$ cat src/common/mcu_pkg.sv
/* shared widths, interrupt bit positions and power sequencer states
   for the always-on glue; imported by the RTL modules that need them */

package mcu_pkg;

  // memory banks with their own power switch
  parameter int unsigned NUM_BANKS = 6;

  parameter int unsigned INTR_W      = 32;
  parameter int unsigned FAST_INTR_W = 15;
  parameter int unsigned NUM_TIMERS  = 4;
  parameter int unsigned NUM_GPIO_AO = 8;

  typedef logic [INTR_W-1:0]      intr_vec_t;
  typedef logic [FAST_INTR_W-1:0] fast_intr_t;
  typedef logic [NUM_TIMERS-1:0]  timer_intr_t;
  typedef logic [NUM_GPIO_AO-1:0] gpio_intr_t;

  // machine interrupt positions in mip/mie
  parameter int unsigned IRQ_SOFTWARE_BIT = 3;
  parameter int unsigned IRQ_TIMER_BIT    = 7;
  parameter int unsigned IRQ_EXTERNAL_BIT = 11;
  parameter int unsigned IRQ_FAST_LSB     = 16;

  typedef enum logic [3:0] {
    // power-down chain
    PWR_ON,
    PWR_CLK_OFF,
    PWR_ISO_ON,
    PWR_RST_ON,
    PWR_SW_OFF,
    PWR_WAIT_OFF,
    PWR_OFF,
    // power-up chain
    PWR_SW_ON,
    PWR_WAIT_ON,
    PWR_RST_OFF,
    PWR_ISO_OFF,
    PWR_CLK_ON,
    // bank kept powered with contents retained
    PWR_RET
  } pwr_state_e;

endpackage

$ cat src/common/pwr_ctrl_if.sv
/* power control of one domain towards its switch cells
   the sequencer drives the seq side, the top maps the top side to pins */

interface pwr_ctrl_if;

  // all active low, switch is on while pwrgate_en_n is low
  logic pwrgate_en_n;
  logic isogate_en_n;
  logic rst_n;
  logic clkgate_en_n;
  logic retentive_en_n;
  // from the switch cells, follows the switch after their delay
  logic pwrgate_ack_n;

  modport seq (
    output pwrgate_en_n,
    output isogate_en_n,
    output rst_n,
    output clkgate_en_n,
    output retentive_en_n,
    input  pwrgate_ack_n
  );

  modport top (
    input  pwrgate_en_n,
    input  isogate_en_n,
    input  rst_n,
    input  clkgate_en_n,
    input  retentive_en_n,
    output pwrgate_ack_n
  );

endinterface

$ cat src/rtl/rst_sync.sv
/* system reset from pad reset and debug non-debug-module reset
   asserts at once, releases two clock edges after both are high */

module rst_sync (
  input  logic clk_i,
  input  logic arst_n_i,
  input  logic ndmreset_ni,
  output logic sys_rst_no
);

  logic       rst_comb_n;
  logic [1:0] sync_q;

  assign rst_comb_n = arst_n_i & ndmreset_ni;

  always_ff @(posedge clk_i or negedge rst_comb_n) begin
    if (!rst_comb_n) begin
      sync_q <= 2'b00;
    end else begin
      sync_q <= {sync_q[0], 1'b1};
    end
  end

  assign sys_rst_no = sync_q[1];

  a_pad_rst_asserts: assert property (@(posedge clk_i) !arst_n_i |-> !sys_rst_no);

endmodule

$ cat src/rtl/irq_router.sv
/* machine interrupt vector assembly
   packs timer, software, external and fast sources, registers them and flags wake */

module irq_router
  import mcu_pkg::*;
(
  input  logic        clk_i,
  input  logic        arst_n_i,
  input  timer_intr_t timer_intr_i,
  input  logic        irq_software_i,
  input  logic        irq_external_i,
  input  logic        dma_done_intr_i,
  input  logic        dma_window_intr_i,
  input  logic        spi_intr_i,
  input  logic        spi_flash_intr_i,
  input  gpio_intr_t  gpio_ao_intr_i,
  output intr_vec_t   irq_o,
  output logic        wake_o
);

  fast_intr_t fast_intr;
  intr_vec_t  irq_d;

  // from bit 16 up: timers 1..3, dma done, spi, spi flash, gpio ao, dma window
  assign fast_intr = {dma_window_intr_i, gpio_ao_intr_i, spi_flash_intr_i, spi_intr_i,
                      dma_done_intr_i, timer_intr_i[3:1]};

  always_comb begin
    irq_d                                  = '0;
    irq_d[IRQ_SOFTWARE_BIT]                = irq_software_i;
    irq_d[IRQ_TIMER_BIT]                   = timer_intr_i[0];
    irq_d[IRQ_EXTERNAL_BIT]                = irq_external_i;
    irq_d[IRQ_FAST_LSB +: FAST_INTR_W]     = fast_intr;
  end

  always_ff @(posedge clk_i or negedge arst_n_i) begin
    if (!arst_n_i) begin
      irq_o <= '0;
    end else begin
      irq_o <= irq_d;
    end
  end

  assign wake_o = |irq_o;

  a_bit31_clear: assert property (@(posedge clk_i) disable iff (!arst_n_i) !irq_o[31]);

endmodule

$ cat src/power_manager/pwr_domain_fsm.sv
/* power sequencer for one switchable domain
   steps clock gate, isolation, reset and switch in order; banks can park in retention */

module pwr_domain_fsm
  import mcu_pkg::*;
#(
  parameter int unsigned RETENTION = 0
) (
  input  logic    clk_i,
  input  logic    arst_n_i,
  input  logic    off_req_i,
  input  logic    ret_req_i,
  pwr_ctrl_if.seq pwr
);

  pwr_state_e state_q;
  pwr_state_e state_d;

  logic pwrgate_en_n_d;
  logic isogate_en_n_d;
  logic rst_n_d;
  logic clkgate_en_n_d;
  logic retentive_en_n_d;

  // requests are only looked at in the resting states
  always_comb begin
    state_d = state_q;
    unique case (state_q)
      PWR_ON:       if (off_req_i) state_d = PWR_CLK_OFF;
      PWR_CLK_OFF:  state_d = PWR_ISO_ON;
      PWR_ISO_ON:   state_d = PWR_RST_ON;
      PWR_RST_ON:   state_d = (RETENTION != 0 && ret_req_i) ? PWR_RET : PWR_SW_OFF;
      PWR_SW_OFF:   state_d = PWR_WAIT_OFF;
      PWR_WAIT_OFF: if (pwr.pwrgate_ack_n) state_d = PWR_OFF;
      PWR_OFF:      if (!off_req_i) state_d = PWR_SW_ON;
      PWR_SW_ON:    state_d = PWR_WAIT_ON;
      PWR_WAIT_ON:  if (!pwr.pwrgate_ack_n) state_d = PWR_RST_OFF;
      PWR_RST_OFF:  state_d = PWR_ISO_OFF;
      PWR_ISO_OFF:  state_d = PWR_CLK_ON;
      PWR_CLK_ON:   state_d = PWR_ON;
      // switch never went off, so skip straight to reset release
      PWR_RET:      if (!off_req_i) state_d = PWR_RST_OFF;
      default:      state_d = PWR_ON;
    endcase
  end

  // controls follow the state being entered
  always_comb begin
    clkgate_en_n_d   = state_d inside {PWR_ON, PWR_CLK_ON};
    isogate_en_n_d   = state_d inside {PWR_ON, PWR_CLK_OFF, PWR_ISO_OFF, PWR_CLK_ON};
    rst_n_d          = state_d inside {PWR_ON, PWR_CLK_OFF, PWR_ISO_ON,
                                       PWR_RST_OFF, PWR_ISO_OFF, PWR_CLK_ON};
    pwrgate_en_n_d   = state_d inside {PWR_SW_OFF, PWR_WAIT_OFF, PWR_OFF};
    retentive_en_n_d = (state_d != PWR_RET);
  end

  // domain reset held low until the first edge after system reset
  always_ff @(posedge clk_i or negedge arst_n_i) begin
    if (!arst_n_i) begin
      state_q            <= PWR_ON;
      pwr.pwrgate_en_n   <= 1'b0;
      pwr.isogate_en_n   <= 1'b1;
      pwr.rst_n          <= 1'b0;
      pwr.clkgate_en_n   <= 1'b1;
      pwr.retentive_en_n <= 1'b1;
    end else begin
      state_q            <= state_d;
      pwr.pwrgate_en_n   <= pwrgate_en_n_d;
      pwr.isogate_en_n   <= isogate_en_n_d;
      pwr.rst_n          <= rst_n_d;
      pwr.clkgate_en_n   <= clkgate_en_n_d;
      pwr.retentive_en_n <= retentive_en_n_d;
    end
  end

  // an unpowered domain must never drive unclamped outputs
  a_iso_when_off: assert property (
    @(posedge clk_i) disable iff (!arst_n_i)
    pwr.pwrgate_en_n |-> !pwr.isogate_en_n
  );

endmodule

$ cat src/power_manager/power_manager.sv
/* power manager for the cpu, peripheral and memory bank domains
   one sequencer per domain; cpu sleeps on core sleep and wakes on any interrupt */

module power_manager
  import mcu_pkg::*;
#(
  parameter int unsigned NUM_BANKS = mcu_pkg::NUM_BANKS
) (
  input  logic                 clk_i,
  input  logic                 arst_n_i,
  input  logic                 core_sleep_i,
  input  logic                 wake_i,
  input  logic                 periph_off_req_i,
  input  logic [NUM_BANKS-1:0] bank_off_req_i,
  input  logic [NUM_BANKS-1:0] bank_ret_req_i,
  pwr_ctrl_if.seq              cpu,
  pwr_ctrl_if.seq              periph,
  pwr_ctrl_if.seq              bank [NUM_BANKS-1:0]
);

  logic cpu_off_req;

  // a pending interrupt keeps the core powered
  assign cpu_off_req = core_sleep_i & ~wake_i;

  pwr_domain_fsm #(
    .RETENTION(0)
  ) u_cpu_fsm (
    .clk_i,
    .arst_n_i,
    .off_req_i(cpu_off_req),
    .ret_req_i(1'b0),
    .pwr      (cpu)
  );

  pwr_domain_fsm #(
    .RETENTION(0)
  ) u_periph_fsm (
    .clk_i,
    .arst_n_i,
    .off_req_i(periph_off_req_i),
    .ret_req_i(1'b0),
    .pwr      (periph)
  );

  for (genvar i = 0; i < NUM_BANKS; i++) begin : g_bank
    pwr_domain_fsm #(
      .RETENTION(1)
    ) u_bank_fsm (
      .clk_i,
      .arst_n_i,
      .off_req_i(bank_off_req_i[i]),
      .ret_req_i(bank_ret_req_i[i]),
      .pwr      (bank[i])
    );
  end

endmodule

$ cat src/rtl/mcu_ao_top.sv
/* always-on glue of the microcontroller
   reset generation, interrupt vector and power manager brought out to plain pins */

module mcu_ao_top
  import mcu_pkg::*;
#(
  parameter int unsigned NUM_BANKS = mcu_pkg::NUM_BANKS
) (
  input  logic                 clk_i,
  input  logic                 arst_n_i,
  input  logic                 ndmreset_ni,
  input  logic                 core_sleep_i,

  input  timer_intr_t          timer_intr_i,
  input  logic                 irq_software_i,
  input  logic                 irq_external_i,
  input  logic                 dma_done_intr_i,
  input  logic                 dma_window_intr_i,
  input  logic                 spi_intr_i,
  input  logic                 spi_flash_intr_i,
  input  gpio_intr_t           gpio_ao_intr_i,

  input  logic                 periph_off_req_i,
  input  logic [NUM_BANKS-1:0] bank_off_req_i,
  input  logic [NUM_BANKS-1:0] bank_ret_req_i,

  input  logic                 cpu_switch_ack_ni,
  input  logic                 periph_switch_ack_ni,
  input  logic [NUM_BANKS-1:0] bank_switch_ack_ni,

  output intr_vec_t            irq_o,

  output logic                 cpu_switch_no,
  output logic                 cpu_iso_no,
  output logic                 cpu_rst_no,

  output logic                 periph_switch_no,
  output logic                 periph_iso_no,
  output logic                 periph_rst_no,
  output logic                 periph_clkgate_en_no,

  output logic [NUM_BANKS-1:0] bank_switch_no,
  output logic [NUM_BANKS-1:0] bank_iso_no,
  output logic [NUM_BANKS-1:0] bank_retentive_no,
  output logic [NUM_BANKS-1:0] bank_clkgate_en_no
);

  logic sys_rst_n;
  logic wake;

  pwr_ctrl_if cpu_pwr ();
  pwr_ctrl_if periph_pwr ();
  pwr_ctrl_if bank_pwr [NUM_BANKS-1:0] ();

  rst_sync u_rst_sync (
    .clk_i,
    .arst_n_i,
    .ndmreset_ni,
    .sys_rst_no(sys_rst_n)
  );

  irq_router u_irq_router (
    .clk_i,
    .arst_n_i(sys_rst_n),
    .timer_intr_i,
    .irq_software_i,
    .irq_external_i,
    .dma_done_intr_i,
    .dma_window_intr_i,
    .spi_intr_i,
    .spi_flash_intr_i,
    .gpio_ao_intr_i,
    .irq_o,
    .wake_o  (wake)
  );

  power_manager #(
    .NUM_BANKS(NUM_BANKS)
  ) u_power_manager (
    .clk_i,
    .arst_n_i(sys_rst_n),
    .core_sleep_i,
    .wake_i  (wake),
    .periph_off_req_i,
    .bank_off_req_i,
    .bank_ret_req_i,
    .cpu     (cpu_pwr),
    .periph  (periph_pwr),
    .bank    (bank_pwr)
  );

  // switch cells and isolation are outside, so every control goes to a pin
  assign cpu_switch_no           = cpu_pwr.pwrgate_en_n;
  assign cpu_iso_no              = cpu_pwr.isogate_en_n;
  assign cpu_rst_no              = cpu_pwr.rst_n;
  assign cpu_pwr.pwrgate_ack_n   = cpu_switch_ack_ni;

  assign periph_switch_no         = periph_pwr.pwrgate_en_n;
  assign periph_iso_no            = periph_pwr.isogate_en_n;
  assign periph_rst_no            = periph_pwr.rst_n;
  assign periph_clkgate_en_no     = periph_pwr.clkgate_en_n;
  assign periph_pwr.pwrgate_ack_n = periph_switch_ack_ni;

  for (genvar i = 0; i < NUM_BANKS; i++) begin : g_bank_pins
    assign bank_switch_no[i]         = bank_pwr[i].pwrgate_en_n;
    assign bank_iso_no[i]            = bank_pwr[i].isogate_en_n;
    assign bank_retentive_no[i]      = bank_pwr[i].retentive_en_n;
    assign bank_clkgate_en_no[i]     = bank_pwr[i].clkgate_en_n;
    assign bank_pwr[i].pwrgate_ack_n = bank_switch_ack_ni[i];
  end

endmodule

$ cat config.mk
export PLATFORM = sky130hd
export DESIGN_NAME = mcu_ao_top
export DESIGN_NICKNAME = d
export VERILOG_FILES = /design/src/common/mcu_pkg.sv /design/src/common/pwr_ctrl_if.sv /design/src/rtl/rst_sync.sv /design/src/rtl/irq_router.sv /design/src/power_manager/pwr_domain_fsm.sv /design/src/power_manager/power_manager.sv /design/src/rtl/mcu_ao_top.sv
export SDC_FILE = /design/constraint.sdc
export NUM_CORES = 1
export LEC_CHECK = 0
export BUFFER_PORTS_ARGS = -buffer_cell sky130_fd_sc_hd__buf_2
export CAP_MARGIN = 20
export CORE_UTILIZATION = 40
export DETAILED_ROUTE_END_ITERATION = 7
export MAX_ROUTING_LAYER = met4
export PLACE_DENSITY = 0.64
export SLEW_MARGIN = 20
export SYNTH_ARGS = -nofsm -noshare
export SYNTH_HDL_FRONTEND = slang
export SYNTH_SLANG_ARGS = --single-unit
$ cat constraint.sdc
create_clock -name clk_i -period 7.1 [get_ports clk_i]
set_clock_uncertainty 0.15 [all_clocks]
set_input_delay 1.065 -clock clk_i [delete_from_list [all_inputs] [get_ports clk_i]]
set_output_delay 1.065 -clock clk_i [all_outputs]
set_load 0.02 [all_outputs]
==> run summary <==
Core area: 9819 um^2
Cell Area, Placed: 4308 um^2
Share of synthesized registers carrying an async set or reset: 100.0%
Worst-Skew Late Latency: 0.35 ns
CTS tree: yes
Status: completed
Slowest CP cell: dfstp_2
List of most frequent post-synthesis cells: dfrtp_1, nor2_1, buf_4
Type of the tightest min-delay check: register to asynchronous set/reset pin
Met1 GRT Util: 19.80%
Postcts setup bufs: 0
Residual DRC: 0
I/O Buffers: 91
Synth top area share: 38.14%
CTS Buf Count: 9
Layout Nets: 517
First-pass GRT wire length: 12.53 mm
Yosys warnings: 0
Reg2Reg Depth: 5
Via/cell ratio: 5.069
Leak: 2.102 nW
Final wirelength: 7.853 mm
Cells resized by post-CTS repair: 0
Die ar.: 10580 um^2
Post-route ant nets: 0
WS Path Type: register to output port
Max cap viols: 0
Filler instances: 971
CTS sink cnt: 83
Worst slew pin tran: 0.5371 ns
Slowest Stage Delay on Critical Path: 0.53 ns
Multi-input logic area: 1496 um^2
Setup TNS: 0 ns
Final Util: 46.23%
Pins Over Slew Limit: 0
Final number of setup-violating endpoints: 0
Register area: 2107 um^2
Register area share after synthesis: 51.71%
Slew margin rel.: 63.89%
CTS max path bufs: 2
Gr ovfl total: 0
Hold-fix buffers, CTS: 0
Mapped Avg Cell Area: 9.548 um^2
Final Cycle Share: 31.62%
Syn Inst Count: 426
Min Tclk post-route: 2.245 ns
I/O pin total: 106
Clock network power share: 16.8%
Pwr dens: 451.0 nW/um^2
RSZ-0062 raised after global routing: no
Drt wl/cell: 12.83 um
Starting Density: 41.42%
Met3 Use GR: 3.525%
Top FF cell, synth: dfrtp_1
Std-Cell Rows: 36
GPL Wtd Cong: 0.8378
Layout area overhead: 11.60%
Share of cells above drive strength 1: 27.97%
PnR worst setup slack: 4.855 ns
CP arrival: 1.03 ns
Leading post-synthesis cells by cell area: dfrtp_1, dfstp_2, buf_4
Clock transition at path regs: 0.09 ns
Flop pwr share: 45.4%
Via Count: 3102
M2 GR Usage: 24.46%
All-layer global routing usage: 15.46%
Synthesized flop and latch total: 83
Fmax: 445.4 MHz
Flop2flop setup slack: 5.25 ns
Die Y: 102.8 um
GR peak layer: met2
Startpoint types: register
DRT Pass-1 Iters: 4
Number of DRC markers in iteration 0: 107
Crit. End Element: output port
Post-place setup slack: 4.646 ns
Hold_ws: 0.1161 ns
Cell Chain, Critical Path: buf_2
Die Width: 102.8 um
Number of global-route vias before repair: 2705
Cell variety after synth: 56
Initial antenna violation count: 0
Worst EP required: 5.88 ns
Root buf cell: clkbuf_8
VDD IR max: 182.5 uV
Post-DP HPWL: 5.337 mm
Internal power: 1.187 mW
Post-Syn Area: 4068 um^2
Combinational fraction of design power: 37.7%
Ant diodes: 0
Switching Share: 42.04%
RR Startpoint: u_power_manager.g_bank[5].u_bank_fsm.state_q[1]
Worst Path Buf+Inv: 1
Post-route cell area: 4539 um^2
Critical path's top delay family: flip-flops
Final hold viol count: 0
Switch Pwr: 0.8605 mW
Largest net degree at the start of global routing: 82
Post-synth top area cell: dfrtp_1
H-Tree Depth: 3
Crit-path max FO: 1
Most frequent cell after synthesis: dfrtp_1
Number of cells on the critical path: 1
EDFF count, synth: 0
-- cell usage in the layout, fill, tap and decap left out, types with 3 or more instances in the layout --
cell type  synthesis  final
nand2_1           29     29
dfstp_2           21     21
o32ai_1            3      3
or3_1              3      3
dfrtp_1           62     61
nor3_1             9      9
nor2_1            43     43
a221oi_1           6      6
nand2b_1           7      7
o22ai_1            4      4
inv_1             21     21
o21ai_0           37     37
a31oi_1            5      5
a21o_1            11     11
clkbuf_8           0     10
nor4_1             4      4
a21oi_1           28     28
o31ai_1            6      6
xor2_1             3      3
nor2b_1            7      7
buf_2             14     91
nand3_1            4      4
conb_1             2     15
-- layer usage --
metal / up-vias / share of wire [%]
li1: 1520 / -
met1: 1494 / 45
met2: 81 / 49
met3: 7 / 4.4
met4: 0 / 0.92
met5: - / 0
-- power by group through the flow --
| stage | sequential, mW | clock (mW) | combinational (mW) |
|---|---|---|---|
| floorplan | 0.777 | 0 | 0.834 |
| global placement | 0.932 | 0 | 0.744 |
| detailed placement | 0.939 | 0 | 0.765 |
| CTS | 0.934 | 0.359 | 0.768 |
| global route | 0.969 | 0.374 | 0.871 |
| finish | 0.930 | 0.345 | 0.772 |
-- layout make-up --
type                    count  share of cell area, %
flip-flops and latches     83                  46.42
multi-input cells         266                  32.97
repair buffers             92                  10.64
well taps                 133                  3.666
clock buffers              11                  3.115
inverters                  22                  1.819
clock inverters             5                  1.378
-- cells by family after synthesis --
family / synth area share (%)
adders and majority gates: 0.2461
buffers and inverters: 12.70
other: 0.1846
AOI/OAI and AO/OA: 20.06
and+or+nand+nor: 13.50
DFF: 51.71
xor gates and xnor gates: 1.077
muxes: 0.5229
-- stage by stage --
step                std cells  total power, mW
floorplan                 439            1.610
global route              612            2.214
detailed placement        595            1.704
CTS                       611            2.061
global placement          595            1.677
finish                    612            2.047
-- how the worst max path moves through the flow --
| stage | slack (ns) | to | from |
|---|---|---|---|
| 2_1_floorplan | 4.50 | u_irq_router.irq_o[11] | u_rst_sync.sync_q[1] |
| 3_3_place_gp | 4.72 | register | bank_off_req_i[5] |
| 3_5_place_dp | 4.65 | u_power_manager.u_cpu_fsm.pwr.rst_n | core_sleep_i |
| 4_1_cts | 4.82 | bank_clkgate_en_no[0] | register |
| 5_1_grt | 4.81 | bank_retentive_no[1] | register |
| 6_report | 4.86 | bank_retentive_no[1] | register |
-- worst reg2reg max path, stage by stage, from the launching register on --
cell	delay [ns]
dfrtp_1	0.55
nand2b_1	0.15
a21oi_1	0.06
o31a_1	0.31
or3_1	0.40
o32ai_1	0.14
-- flip-flops by register name, indices dropped and copies added (netlist names) --
name	flops
u_power_manager.g_bank.u_bank_fsm.pwr.clkgate_en_n	6
u_power_manager.u_cpu_fsm.pwr.rst_n	1
u_power_manager.g_bank.u_bank_fsm.pwr.pwrgate_en_n	6
u_power_manager.g_bank.u_bank_fsm.pwr.retentive_en_n	6
u_power_manager.u_cpu_fsm.pwr.pwrgate_en_n	1
u_power_manager.g_bank.u_bank_fsm.state_q	24
u_power_manager.u_periph_fsm.pwr.pwrgate_en_n	1
u_power_manager.u_periph_fsm.pwr.rst_n	1
u_irq_router.irq_o	18
u_power_manager.u_periph_fsm.pwr.clkgate_en_n	1
u_rst_sync.sync_q	2
u_power_manager.u_periph_fsm.state_q	4
u_power_manager.g_bank.u_bank_fsm.pwr.isogate_en_n	6
u_power_manager.u_cpu_fsm.pwr.isogate_en_n	1
u_power_manager.u_cpu_fsm.state_q	4
u_power_manager.u_periph_fsm.pwr.isogate_en_n	1
Power figures use the tool's default switching activity.
